[src/fetch_pkg.sv]
package fetch_pkg;

    typedef logic [31:0] addr_t;  // byte address
    typedef logic [31:0] inst_t;  // raw instruction word

    // major opcodes that change control flow, anything else is ordinary
    typedef enum logic [6:0] {
        op_branch = 7'b1100011,
        op_jalr   = 7'b1100111,
        op_jal    = 7'b1101111
    } opcode_e;

    // 2-bit saturating counter, msb is the taken prediction
    typedef enum logic [1:0] {
        strong_not_taken = 2'b00,
        weak_not_taken   = 2'b01,
        weak_taken       = 2'b10,
        strong_taken     = 2'b11
    } bp_state_e;

    typedef enum logic {
        refill_idle = 1'b0,
        refill_wait = 1'b1
    } refill_state_e;

endpackage

[src/icache.sv]
module icache #(
    parameter int FETCH_WIDTH  = 4,
    parameter int ICACHE_LINES = 32
) (
    input  logic                             clock,
    input  logic                             reset,
    input  fetch_pkg::addr_t [FETCH_WIDTH-1:0] fetch_pcs,
    output fetch_pkg::inst_t [FETCH_WIDTH-1:0] cache_data,
    output logic             [FETCH_WIDTH-1:0] cache_miss,
    output logic                             mem_request,
    output fetch_pkg::addr_t                 mem_addr,
    input  logic                             mem_response,
    input  fetch_pkg::inst_t                 mem_data
);
    import fetch_pkg::*;

    localparam int IDX_W = $clog2(ICACHE_LINES);
    localparam int TAG_W = 30 - IDX_W;

    inst_t                   data_mem [ICACHE_LINES];
    logic [TAG_W-1:0]        tag_mem  [ICACHE_LINES];
    logic [ICACHE_LINES-1:0] line_valid;
    refill_state_e           refill_state;
    addr_t                   miss_pc;
    logic                    start_refill;
    logic                    finish_refill;

    always_comb begin
        miss_pc = fetch_pcs[0];
        for (int i = 0; i < FETCH_WIDTH; i++) begin
            cache_data[i] = data_mem[fetch_pcs[i][IDX_W+1:2]];
            cache_miss[i] = !line_valid[fetch_pcs[i][IDX_W+1:2]] ||
                            (tag_mem[fetch_pcs[i][IDX_W+1:2]] != fetch_pcs[i][31:IDX_W+2]);
        end
        // lowest missing slot is refilled first
        for (int i = FETCH_WIDTH - 1; i >= 0; i--) begin
            if (cache_miss[i]) miss_pc = fetch_pcs[i];
        end
    end

    assign start_refill  = (refill_state == refill_idle) && (|cache_miss);
    assign finish_refill = (refill_state == refill_wait) && mem_response;

    always_ff @(posedge clock) begin
        if (reset) begin
            refill_state <= refill_idle;
            mem_request  <= 1'b0;
            line_valid   <= '0;
        end else begin
            mem_request <= start_refill;  // one cycle pulse
            if (start_refill) begin
                refill_state <= refill_wait;
            end else if (finish_refill) begin
                refill_state <= refill_idle;
                line_valid[mem_addr[IDX_W+1:2]] <= 1'b1;
            end
        end
    end

    // line storage and the address being refilled
    always_ff @(posedge clock) begin
        if (start_refill) mem_addr <= miss_pc;
        if (finish_refill) begin
            data_mem[mem_addr[IDX_W+1:2]] <= mem_data;
            tag_mem[mem_addr[IDX_W+1:2]]  <= mem_addr[31:IDX_W+2];
        end
    end

endmodule

[config.mk]
export PLATFORM = sky130hd
export DESIGN_NAME = icache
export DESIGN_NICKNAME = d
export VERILOG_FILES = /design/src/fetch_pkg.sv /design/src/icache.sv
export SDC_FILE = /design/constraint.sdc
export NUM_CORES = 2
export LEC_CHECK = 0
export ABC_AREA = 0
export BUFFER_PORTS_ARGS = -buffer_cell sky130_fd_sc_hd__buf_2
export CORE_AREA = 5 5 550 552
export DETAILED_ROUTE_END_ITERATION = 7
export DIE_AREA = 0 0 555 557
export GPL_TIMING_DRIVEN = 0
export MAX_ROUTING_LAYER = met4
export PLACE_DENSITY = 0.63
export SLEW_MARGIN = 20
export SYNTH_ARGS = -nofsm -noshare
export SYNTH_HDL_FRONTEND = slang
export SYNTH_SLANG_ARGS = --single-unit
[constraint.sdc]
create_clock -name clock -period 6.95 [get_ports clock]
set_clock_uncertainty 0.1 [all_clocks]
set_input_delay 0.695 -clock clock [delete_from_list [all_inputs] [get_ports clock]]
set_output_delay 0.695 -clock clock [all_outputs]
set_load 0.02 [all_outputs]
==> results.py <==
metrics = {
    "sta": {
        "period_share_pct": 105,
        "fmax_mhz": 136,
        "tightest_slew_ns": 1.39,
        "whs_ns": 0.0325,
        "period_minus_slack_ns": 7.33,
        "rsz0062_at_grt": "true",
        "fin_setup_tns_ns": -13.03,
        "timing_hold_violations_final": 0,
        "drv_slew": 0,
        "setup_viol": 95,
        "slew_headroom_pct": 6.72,
        "setup_ws_ns": -0.378,
    },
    "yosys": {
        "syn_nets": 6924,
        "ys_types": 74,
        "synth_warnings": 0,
        "ys_ff_latch": 1890,
        "synth_top_area_share_pct": 47.1,
        "synth-edff-count": 1856,
        "avgSynthCellArea_um2": 17.5,
        "synth-async-reset-ratio_pct": 0,
        "postSynthCellCount": 6761,
        "yosysTopAreaCell": "edfxtp_1",
        "synthTopCellsByArea": "edfxtp_1 (47%), mux4_2 (37%), mux2i_1 (3.5%)",
        "seq_area_frac_synth_pct": 47.7,
        "syn_area_um2": 118000,
        "synth-main-ff-cell": "edfxtp_1",
    },
    "hold_path": {
        "hold_class": "in -> reg",
    },
    "detailed_routing": {
        "detail_route.first_pass.iterations": 7,
        "drc": 0,
        "drtAntennaViolNets": 0,
        "num_vias": 94800,
        "wirelength_um": 776000,
        "routedWlPerCell_um": 65.4,
        "drt-initial-drc-count": 17200,
        "vias_per_cell": 7.99,
    },
    "power": {
        "power.density_nw_per_um2": 220,
        "p_leak_nw": 46.6,
        "peakVddDrop_mv": 0.237,
        "finalPower_mw": 31.0,
    },
    "worst_setup_path": {
        "worstSetupPathType": "in -> out",
        "cp_slowest_cell": "buf_2",
        "cpLargestDelayFamily": "buffers and inverters",
        "path_cells": "buf_2, buf_2, buf_2, buf_2, clkbuf_2, buf_12, mux2i_1, nand2_1, nand3_1, nand4_1, xor2_1, nor4_1, nand4_1, buf_2, buf_2, buf_2",
        "slowest_delay_ns": 0.86,
        "cpMostUsedCell": "buf_2",
        "crit_fanout": 10,
        "cp.arrival_ns": 6.53,
        "crit_buf_inv": 9,
        "worstPathRequired_ns": 6.15,
        "startpoint_type": "input port",
        "cp-end-kind": "output pin",
    },
    "die": {
        "core_area_um2": 296000,
        "pin_count": 328,
        "dieArea_um2": 309000,
        "fp-row-count": 200,
        "die_w_um": 555,
        "start_util_pct": 39.9,
        "die_h_um": 557,
    },
    "layout": {
        "layout_commonest_cell": "mux4_2",
        "area_growth_syn_to_layout_pct": 19.0,
        "layout-drive-gt1-share_pct": 46.4,
        "fin_util_pct": 47.5,
        "mostFrequentLayoutCells": "mux4_2 (1,945), edfxtp_1 (1,856), buf_2 (550), nand2_1 (543), mux2i_1 (414)",
        "final_cells": 11900,
        "nets": 7798,
    },
    "clock_tree": {
        "tritoncts": "yes",
        "clk_pin_slew_ns": 0.05,
        "cts_buffer_depth": 4,
        "worstSkewPairLatency_ns": 0.96,
        "cts_root_buffer": "clkbuf_16",
        "htree_levels": 4,
        "cts.sinks": 1890,
        "cts_buffers": 227,
    },
    "place": {
        "io_buffers": 316,
        "dp_hpwl_um": 583000,
        "place.gp.congestion": 1.09,
        "dp.cells": 11300,
    },
    "status": {
        "violations": "negative setup slack",
        "status": "finished with violations",
    },
    "global_routing": {
        "grt_pass1_vias": 89700,
        "gr-total-overflow": 0,
        "grt_first_pass_wirelength_um": 980000,
        "antenna_found_initial": 97,
        "grt_max_degree": 34,
        "gr-usage-all-layers_pct": 51.0,
    },
    "job": {
        "drv_cap": 0,
    },
}
## per-layer routing
layer / part of all wire [%] / track usage [%] / wire [um] / vias up
met4: 11 / 42.8 / 88700 / 0
li1: - / - / - / 31700
met5: 0 / - / 0 / -
met1: 32 / 55.9 / 246000 / 49700
met2: 44 / 74.2 / 338000 / 10300
met3: 13 / 18.5 / 104000 / 3145
## kinds of logic after synthesis
| kind of cell | count (synthesis) | share of synthesized area [%] |
|---|---|---|
| multiplexers | 2387 | 40.8 |
| flip-flops | 1890 | 47.7 |
| AND/OR/NAND/NOR | 1072 | 4.08 |
| buffers and inverters | 696 | 2.73 |
| AO/OA/AOI/OAI | 622 | 4.02 |
| XOR/XNOR | 94 | 0.696 |
## cells in the mapped netlist, types with 13 or more instances
cell type,number
and2_1,13
buf_4,64
o211ai_1,19
mux2_2,25
o31ai_1,26
nand4_1,34
a22oi_1,183
o21ai_0,26
xnor2_1,63
and3_1,49
nand2_1,546
mux2i_1,417
nand3_1,75
edfxtp_1,1856
a221oi_1,31
dfxtp_1,34
nor3_1,32
a21oi_1,39
inv_1,35
nor2b_1,30
mux4_2,1945
o22ai_1,100
nand3b_1,13
o21ai_1,18
xor2_1,31
o31a_1,32
buf_1,120
buf_6,21
nor2_1,188
buf_2,176
a221oi_2,29
nor4_1,39
a22o_1,27
clkbuf_1,269
## worst register-to-register path: cells and delay by family (launching register included)
family,cells,cell delay [ns]
muxes,1,0.58
DFF,1,0.44
buffers and inverters,2,0.57
and+or+nand+nor,2,0.74
xor gates and xnor gates,1,0.56
AOI/OAI and AO/OA,5,2.92
## report_power, final
part | switching (mW) | internal [mW] | leakage [nW]
sequential | 0.0873 | 12.6 | 17.0
combinational | 3.90 | 1.87 | 26.0
clock | 5.49 | 7.08 | 3.63
## cell type report
| type | count | area [um^2] |
|---|---|---|
| diodes | 114 | 285 |
| clock buffers | 270 | 5850 |
| clock inverters | 144 | 1620 |
| inverters | 45 | 179 |
| plain buffers | 646 | 3560 |
| well taps | 3939 | 4930 |
| fillers | 24800 | 156000 |
| flip-flops and latches | 1890 | 56400 |
| multi-input cells | 4175 | 59300 |
| repair buffers | 650 | 8630 |
## through the flow
step | cell area (um^2) | setup WS [ns]
floorplan | 118000 | 1.57
CTS | 140000 | 0.0207
global route | 141000 | -0.0359
detailed placement | 133000 | -1.67
global placement | 125000 | -7.80
finish | 141000 | -0.378
## flip-flops by register name (all words and copies together), names as in the netlist
signal,flops
data_mem,1024
refill_state,1
line_valid,32
mem_request,1
mem_addr,32
tag_mem,800
## path summary, 6_finish.rpt
check | from | end | cells after the start | slack (ns)
max | fetch_pcs[4] | cache_miss[0] | 16 | -0.38
min | fetch_pcs[96] | mem_addr[0] | 3 | 0.03
max reg2reg | tag_mem[19][5] | mem_addr[7] | 11 | 0.69
min reg2reg | line_valid[16] | line_valid[16] | 2 | 0.43
## timing repair
action                                  in CTS  in global routing
hold buffers                                 1                  0
endpoints found under the setup margin     177                 14
pin swaps                                    1                  2
resized for setup                           97                 20
endpoints found under the hold margin        1                  0
buffers inserted                             0                  0
No activity file was read; power rests on OpenSTA's default activity.
