[config.mk]
export PLATFORM = sky130hd
export DESIGN_NAME = fetch_unit
export DESIGN_NICKNAME = d
export VERILOG_FILES = /design/src/fetch_pkg.sv /design/src/fetch_unit.sv
export SDC_FILE = /design/constraint.sdc
export NUM_CORES = 1
export LEC_CHECK = 0
export ABC_AREA = 1
export BUFFER_PORTS_ARGS = -buffer_cell sky130_fd_sc_hd__buf_2
export CAP_MARGIN = 0
export CORE_AREA = 10 10 324 326
export DETAILED_ROUTE_END_ITERATION = 7
export DIE_AREA = 0 0 334 336
export SYNTH_ARGS = -nofsm -noshare
export SYNTH_HDL_FRONTEND = slang
export SYNTH_SLANG_ARGS = --single-unit
[constraint.sdc]
create_clock -name clock -period 4.5 [get_ports clock]
set_input_delay 0.45 -clock clock [delete_from_list [all_inputs] [get_ports clock]]
set_output_delay 0.45 -clock clock [all_outputs]
set_load 0.05 [all_outputs]
[src/fetch_pkg.sv]
package fetch_pkg;

    typedef logic [31:0] addr_t;  // byte address
    typedef logic [31:0] inst_t;  // raw instruction word

    // major opcodes that change control flow, anything else is ordinary
    typedef enum logic [6:0] {
        op_branch = 7'b1100011,
        op_jalr   = 7'b1100111,
        op_jal    = 7'b1101111
    } opcode_e;

    // 2-bit saturating counter, msb is the taken prediction
    typedef enum logic [1:0] {
        strong_not_taken = 2'b00,
        weak_not_taken   = 2'b01,
        weak_taken       = 2'b10,
        strong_taken     = 2'b11
    } bp_state_e;

    typedef enum logic {
        refill_idle = 1'b0,
        refill_wait = 1'b1
    } refill_state_e;

endpackage

[src/fetch_unit.sv]
module fetch_unit #(
    parameter int FETCH_WIDTH  = 4,
    parameter int BUFFER_DEPTH = 16,
    localparam int COUNT_W = $clog2(FETCH_WIDTH + 1),
    localparam int SPOTS_W = $clog2(BUFFER_DEPTH + 1)
) (
    input  logic                                 clock,
    input  logic                                 reset,
    input  logic                                 restore_valid,
    input  fetch_pkg::addr_t                     restore_pc,
    output fetch_pkg::addr_t     [FETCH_WIDTH-1:0] fetch_pcs,
    input  fetch_pkg::inst_t     [FETCH_WIDTH-1:0] cache_data,
    input  logic                 [FETCH_WIDTH-1:0] cache_miss,
    input  fetch_pkg::bp_state_e [FETCH_WIDTH-1:0] bp_state,
    input  logic                 [FETCH_WIDTH-1:0] btb_hit,
    input  fetch_pkg::addr_t     [FETCH_WIDTH-1:0] btb_target,
    input  logic                 [SPOTS_W-1:0]     buffer_spots,
    output logic                 [COUNT_W-1:0]     fetch_count,
    output fetch_pkg::inst_t     [FETCH_WIDTH-1:0] entry_inst,
    output fetch_pkg::addr_t     [FETCH_WIDTH-1:0] entry_pc,
    output logic                 [FETCH_WIDTH-1:0] entry_taken,
    output fetch_pkg::addr_t     [FETCH_WIDTH-1:0] entry_predicted_pc,
    output logic                 [FETCH_WIDTH-1:0] entry_is_jump,
    output fetch_pkg::bp_state_e [FETCH_WIDTH-1:0] entry_bp_state,
    output logic                 [FETCH_WIDTH-1:0] last_branch_slot,
    output logic                                 no_branches
);
    import fetch_pkg::*;

    addr_t                  pc_reg;
    addr_t                  next_pc;
    logic [FETCH_WIDTH-1:0] is_branch;
    logic [FETCH_WIDTH-1:0] limit;       // slot i is the first one left out
    logic [FETCH_WIDTH-1:0] branch_accepted;
    logic [COUNT_W-1:0]     cut_count;

    // classify each slot and build its entry
    always_comb begin
        opcode_e op;
        for (int i = 0; i < FETCH_WIDTH; i++) begin
            op = opcode_e'(cache_data[i][6:0]);
            fetch_pcs[i]     = pc_reg + 32'(4 * i);
            is_branch[i]     = (op == op_branch);
            entry_is_jump[i] = (op == op_jal) || (op == op_jalr);
            // jumps follow the btb alone, branches also need a taken counter
            entry_taken[i]   = btb_hit[i] && (entry_is_jump[i] ||
                               (is_branch[i] && bp_state[i][1]));
            entry_inst[i]    = cache_data[i];
            entry_pc[i]      = fetch_pcs[i];
            entry_bp_state[i] = bp_state[i];
            entry_predicted_pc[i] = entry_taken[i] ? btb_target[i] : fetch_pcs[i] + 32'd4;
        end
    end

    assign limit = cache_miss | (entry_taken << 1);

    // lowest limiting slot wins, then clamp to the free buffer entries
    always_comb begin
        cut_count = COUNT_W'(FETCH_WIDTH);
        for (int i = FETCH_WIDTH - 1; i >= 0; i--) begin
            if (limit[i]) cut_count = COUNT_W'(i);
        end
        if (32'(buffer_spots) < 32'(cut_count)) begin
            fetch_count = COUNT_W'(buffer_spots);
        end else begin
            fetch_count = cut_count;
        end
    end

    // highest accepted branch, handed to the branch stack
    always_comb begin
        last_branch_slot = '0;
        for (int i = 0; i < FETCH_WIDTH; i++) begin
            branch_accepted[i] = is_branch[i] && (32'(i) < 32'(fetch_count));
        end
        for (int i = FETCH_WIDTH - 1; i >= 0; i--) begin
            if (branch_accepted[i] && last_branch_slot == '0) last_branch_slot[i] = 1'b1;
        end
        no_branches = (branch_accepted == '0);
    end

    always_comb begin
        next_pc = pc_reg;  // hold on an empty group
        for (int i = 0; i < FETCH_WIDTH; i++) begin
            if (32'(i + 1) == 32'(fetch_count)) next_pc = entry_predicted_pc[i];
        end
    end

    always_ff @(posedge clock) begin
        if (reset) begin
            pc_reg <= '0;
        end else if (restore_valid) begin
            pc_reg <= restore_pc;
        end else begin
            pc_reg <= next_pc;
        end
    end

endmodule

==> results.cfg, run 1 <==
[floorplan]
start_util = 0.1090
fp.dieArea_um2 = 112200
fp-row-count = 115
core_area_um2 = 98130
die_h_um = 336
io_pins = 848
die_w_um = 334

[critical_path]
path_class = reg -> out
cp-end-kind = output pin
crit_buf_inv = 1
worst_ep_arrival_time_ns = 3.86
critical_path.top_delay_family = simple AND/OR/NAND/NOR gates
crit_chain = ha_1 -> nand2_1 -> xor2_4 -> nand2_1 -> nor2_1 -> nand2_2 -> nor2_4 -> nand3_2 -> nor3b_2 -> nand2_1 -> o21ai_1 -> nand3_1 -> nand2_1 -> buf_2
critPathMaxStageDelay_ns = 0.51
cp-start-kind = flop
crit_slowest_cell = dfxtp_2
crit_path_frequent_cell = nand2_1
crit_required_ns = 4.05
critPathMaxFanout = 10

[grt]
grt_pass1_wl_mm = 151.6
grt_pass1_vias = 15263
gr-usage-all-layers = 0.2008
grt-ovfl-total = 0
grt_antenna_before_repair = 81
grt_max_degree = 37

[power]
vdd_drop_max_v = 0.0002248
leakage_uw = 0.008403
power_density_nw_per_um2 = 316.5

[place]
dp_hpwl_mm = 106.0
port_buffers = 639
post-place-ws_ns = 0.03657
gp_congestion = 0.9385
placed_area_um2 = 14980

[timing]
fin_skew_ns = 0.01064
fin_crit_sh = 0.9587
hold_viol = 0
finalCriticalPeriod_ns = 4.314
fin_ws_ns = 0.1861
finalMaxSlewViolations = 0
setup_violations = 0
rsz0062_at_grt = no
tightest_slew_ns = 0.9617
relSlewSlack = 0.3521
max_freq_mhz = 231.8

[detailed_routing]
ant_nets = 0
drc_errors = 0
drt_iter0_markers = 1427
routedWlPerCell_um = 30.88
via_count = 15802
vias_per_cell = 4.110
drt_wl_total_mm = 118.7
dr.pass1.iters = 5

[layout]
final_layout_size_suffix_gt1_frac = 0.3504
fillers = 11762
fin_util = 0.1557
largest_reg_flops = 32
multi_input_area_um2 = 6948
syn2layout_area_growth_pct = 42.87
nets = 2860
final_common_cell = nand2_1
seq_area_um2 = 645.6
fin_area_um2 = 15280
mostFrequentLayoutCells = 689 x nand2_1, 602 x buf_2, 245 x inv_1

[logic_synthesis]
syn_area_um2 = 10690
synth_fp_nets = 2396
yosysWarnings = 0
synth_edf_count = 0
synth_flop_cell = dfxtp_1
syn_avg_cell_area_um2 = 5.153
postSynthCellCount = 2075
synthArstFlopShare = 0
yosysUniqueCellTypes = 43
yosysSeqAreaShare = 0.05991
synth_seq_cells = 32

[cts]
numCtsBuffers = 5
worstSkewPairLatency_ns = 0.31
cts.htree.levels = 2
cts.sinks = 32
clockBufferDepth = 2
ctsRootBufferMaster = clkbuf_16
path_clk_slew_ns = 0.07
cts_tree = done

[run_status]
status = finished clean

[flow_run]
maxCapViolations = 0

[min_path]
min_path_type = in -> reg
==> layer usage <==
| layer | part of all wire | GRT usage |
|---|---|---|
| met2 | 0.43 | 0.3155 |
| met4 | 0.038 | 0.06737 |
| met1 | 0.41 | 0.2452 |
| met5 | 0.0039 | 0 |
| met3 | 0.11 | 0.08277 |
==> cells by family (layout without fill, tap and decap cells) <==
logic type / Yosys count / count (layout) / synth area share
AOI/OAI and AO/OA: 243 / 243 / 0.1191
xor gates and xnor gates: 72 / 72 / 0.06108
adders and majority gates: 9 / 9 / 0.01053
buffers and inverters: 585 / 1050 / 0.3024
DFF: 32 / 32 / 0.05991
muxes: 3 / 3 / 0.002808
other: 0 / 18 / 0
and+or+nand+nor: 1131 / 1131 / 0.4442
==> what timing repair did <==
| item | 4_1_cts | 5_1_grt |
|---|---|---|
| cloned | 0 | 0 |
| hold buffers | 0 | 0 |
| endpoints found under the setup margin | 6 | 21 |
| pin swaps | 0 | 1 |
| buffers inserted | 0 | 2 |
| gates resized for setup | 2 | 15 |
==> per-stage QoR <==
step	setup TNS, ns	std cells	total power, µW	hold WS, ns
floorplan	-0.1744	2075	3087	0.5117
global placement	0	3817	4440	0.5319
detailed placement	0	3817	4429	0.5557
CTS	0	3825	4898	0.4317
global route	0	3832	5042	0.4872
finish	0	3845	4835	0.4460
==> where the power goes <==
group / total, µW / switching, µW / internal (µW)
combinational: 3970 / 3130 / 840
clock: 461 / 169 / 293
sequential: 405 / 88.3 / 317
total: 4830 / 3390 / 1450
==> cells in the mapped netlist (3+ instances only) <==
cell / number / area (µm²)
nand2_1: 692 / 2597
buf_4: 272 / 2042
inv_1: 247 / 927.1
nor2_1: 198 / 743.2
o21ai_0: 135 / 675.7
nand3_1: 128 / 640.6
a21oi_1: 75 / 375.4
xor2_1: 68 / 595.6
clkbuf_1: 44 / 165.2
dfxtp_1: 32 / 640.6
nand4_1: 31 / 193.9
or2_2: 20 / 125.1
nor2_2: 18 / 112.6
nor3_1: 15 / 75.07
buf_2: 12 / 60.06
ha_1: 9 / 112.6
o21ai_1: 9 / 45.04
a31oi_1: 7 / 43.79
nor2_4: 6 / 67.56
inv_2: 5 / 18.77
nand3_2: 5 / 50.05
nand3b_1: 5 / 37.54
o2111ai_1: 5 / 43.79
o21a_1: 5 / 37.54
and2_1: 4 / 25.02
buf_1: 3 / 11.26
mux2i_1: 3 / 30.03
nand2_2: 3 / 18.77
o31ai_1: 3 / 22.52
xor2_2: 3 / 48.80
==> final cells by class <==
cell class / count / share of cell area
Antenna cell: 18 / 0.002948
Clock buffer: 7 / 0.009992
Clock inverter: 1 / 0.001966
Inverter: 253 / 0.06241
Multi-Input combinational cell: 1458 / 0.4548
Sequential cell: 32 / 0.04226
Tap cell: 1287 / 0.1054
Timing Repair Buffer: 789 / 0.3202
==> tightest hold or removal path, delay by kind of cell <==
family | cells | cell delay (ns)
buffers and inverters | 1 | 0.08
AOI/OAI and AO/OA | 2 | 0.19
==> final timing paths <==
path / startpoint / endpoint / slack [ns] / depth (start not counted)
worst max-delay path: pc_reg[5]$_SDFFE_PP0P_ / entry_predicted_pc[93] / 0.19 / 14
worst min-delay path: restore_pc[8] / pc_reg[8]$_SDFFE_PP0P_ / 0.45 / 3
worst max register to register: pc_reg[5]$_SDFFE_PP0P_ / pc_reg[31]$_SDFFE_PP0P_ / 0.47 / 22
worst min register to register: pc_reg[3]$_SDFFE_PP0P_ / pc_reg[3]$_SDFFE_PP0P_ / 0.57 / 2
Note: power is estimated with default switching activity, not from simulation.
==> inputs of run 2 (changes only) <==
--- a/config.mk
+++ b/config.mk
@@ -8,9 +8,10 @@
 export ABC_AREA = 1
 export BUFFER_PORTS_ARGS = -buffer_cell sky130_fd_sc_hd__buf_2
 export CAP_MARGIN = 0
-export CORE_AREA = 10 10 324 326
+export CORE_AREA = 2 2 335 337
 export DETAILED_ROUTE_END_ITERATION = 7
-export DIE_AREA = 0 0 334 336
+export DIE_AREA = 0 0 337 339
+export SKIP_CTS_REPAIR_TIMING = 1
 export SYNTH_ARGS = -nofsm -noshare
 export SYNTH_HDL_FRONTEND = slang
 export SYNTH_SLANG_ARGS = --single-unit
==> run 2 against run 1 <==
Combinational power rose by 5.0%. Non-clock buffer count rose by 72. Utilization fell by 0.95 points. Clock skew fell by 0.0014 ns. Via count rose by 2.8%. Fmax fell by 1.6%. Final area rose by 5.6%. Sequential share of layout area fell by 0.19 points. First-iteration DRC count barely moved. Critical path type unchanged. Largest power group unchanged. Highest routed layer unchanged.
==> results.cfg, run 2 (synthesis gave the netlist of run 1 again) <==
[critical_path]
path_class = reg -> out
cp-start-kind = flop
cp-end-kind = output pin
critPathMaxFanout = 9
crit_required_ns = 4.05
worstReg2RegStart = pc_reg[13]$_SDFFE_PP0P_
critical_path.startpoint = pc_reg[4]$_SDFFE_PP0P_
worst_ep_arrival_time_ns = 3.94

[grt]
grt_antenna_before_repair = 53
grt_util_met1 = 0.2613
grt_max_degree = 41
use_met3 = 0.07671
gr-usage-all-layers = 0.2022
grt_pass1_vias = 14971
grt_pass1_wl_mm = 151.4
grtUsageMet2 = 0.3111
gr-max-usage-layer = met2
grt-ovfl-total = 0

[layout]
fin_util = 0.1462
mostFrequentLayoutCells = 684 x nand2_1, 601 x buf_2, 243 x inv_1
syn2layout_area_growth_pct = 50.91
final_common_cell = nand2_1
largest_reg_flops = 32
nets = 2932
final_layout_size_suffix_gt1_frac = 0.3744

[cts]
clockBufferDepth = 2
numCtsBuffers = 5
ctsRootBufferMaster = clkbuf_16
cts.htree.levels = 2
cts_tree = done
worstSkewPairLatency_ns = 0.30
cts.sinks = 32
path_clk_slew_ns = 0.07

[detailed_routing]
drt_iter0_markers = 1428
ant_nets = 0
dr.pass1.iters = 5
routedWlPerCell_um = 29.43
vias_per_cell = 3.944
drt_wl_total_mm = 121.2
drc_errors = 0
via_count = 16238

[min_path]
min_path_type = in -> reg
hp-start = restore_pc[4]

[flow_run]
maxCapViolations = 0

[floorplan]
fp-row-count = 122
io_pins = 848
die_h_um = 339
fp.dieArea_um2 = 114200
die_w_um = 337
core_area_um2 = 110400
start_util = 0.09689

[timing]
fin_crit_sh = 0.9746
hold_viol = 0
finalMaxSlewViolations = 0
tightest_slew_ns = 1.362
fin_ws_ns = 0.1144
max_freq_mhz = 228.0
fin_skew_ns = 0.009265
hold_ws_ns = 0.4409
finalCriticalPeriod_ns = 4.386
relSlewSlack = 0.08260
rsz0062_at_grt = no
setup_violations = 0

[power]
power_density_nw_per_um2 = 307.5
leakage_uw = 0.008744
vdd_drop_max_v = 0.0003180

[place]
gp_congestion = 0.9555
port_buffers = 639
dp_hpwl_mm = 107.5
post-place-ws_ns = -0.2571

[run_status]
status = finished clean
## run 2: changes by cell type in the layout (fill, tap and decap cells not counted), moves of 3 or more
cell     previous run  this run
o21ai_2             5         8
buf_12             38        41
nand2_1           689       684
buf_4             147       217
nand2_2             6        11
o21ai_1            15        10
## run 2: critical path: stages, from the launching register on
cell and delay (ns):
dfxtp_4 0.48, ha_2 0.31, nand2_1 0.24, nor2_4 0.24
nand2_1 0.11, xor2_1 0.27, buf_4 0.25, inv_1 0.10
nor2_1 0.21, nand2_1 0.08, nor2_1 0.19, nand4_1 0.12
nand2_1 0.25, nand2_1 0.26, nand2_1 0.21, buf_2 0.29
## run 2: worst paths after layout
check	endpoint	slack, ns	depth (start not counted)
hold reg to reg	pc_reg[31]$_SDFFE_PP0P_	0.68	2
setup / recovery	entry_predicted_pc[90]	0.11	15
hold / removal	pc_reg[4]$_SDFFE_PP0P_	0.44	3
setup reg to reg	pc_reg[26]$_SDFFE_PP0P_	0.56	21
## run 2: final cells by class
| cell class | count | area, µm² |
|---|---|---|
| fill | 13137 | 94230 |
| multi-input combinational | 1458 | 7009 |
| timing repair buffer | 861 | 5473 |
| tap | 1488 | 1862 |
| inverter | 253 | 953.4 |
| sequential | 32 | 650.6 |
| clock buffer | 8 | 146.4 |
| antenna | 17 | 42.54 |
## run 2: report_power, final
part | switching, µW | total (µW) | internal, µW | leakage, µW
registers | 86.2 | 403 | 317 | 0.000268
clock network | 169 | 391 | 222 | 0.0000713
logic | 3230 | 4170 | 935 | 0.00840
total | 3490 | 4960 | 1470 | 0.00874
## run 2: through the flow
step           TNS [ns]  instances  total power [µW]  area (µm²)
3_3_place_gp     -2.612       4092              4612       15830
3_5_place_dp     -1.948       4092              4601       15830
4_1_cts          -10.33       4100              5007       15980
5_1_grt               0       4105              5146       16110
6_report              0       4117              4963       16140
2_1_floorplan   -0.1744       2075              3087       10780
## run 2: layer usage
metal / up-vias / routed length [µm]
met4: 58 / 3528
met5: - / 347
met1: 7757 / 51610
met3: 207 / 13280
met2: 937 / 52410
li1: 7279 / -
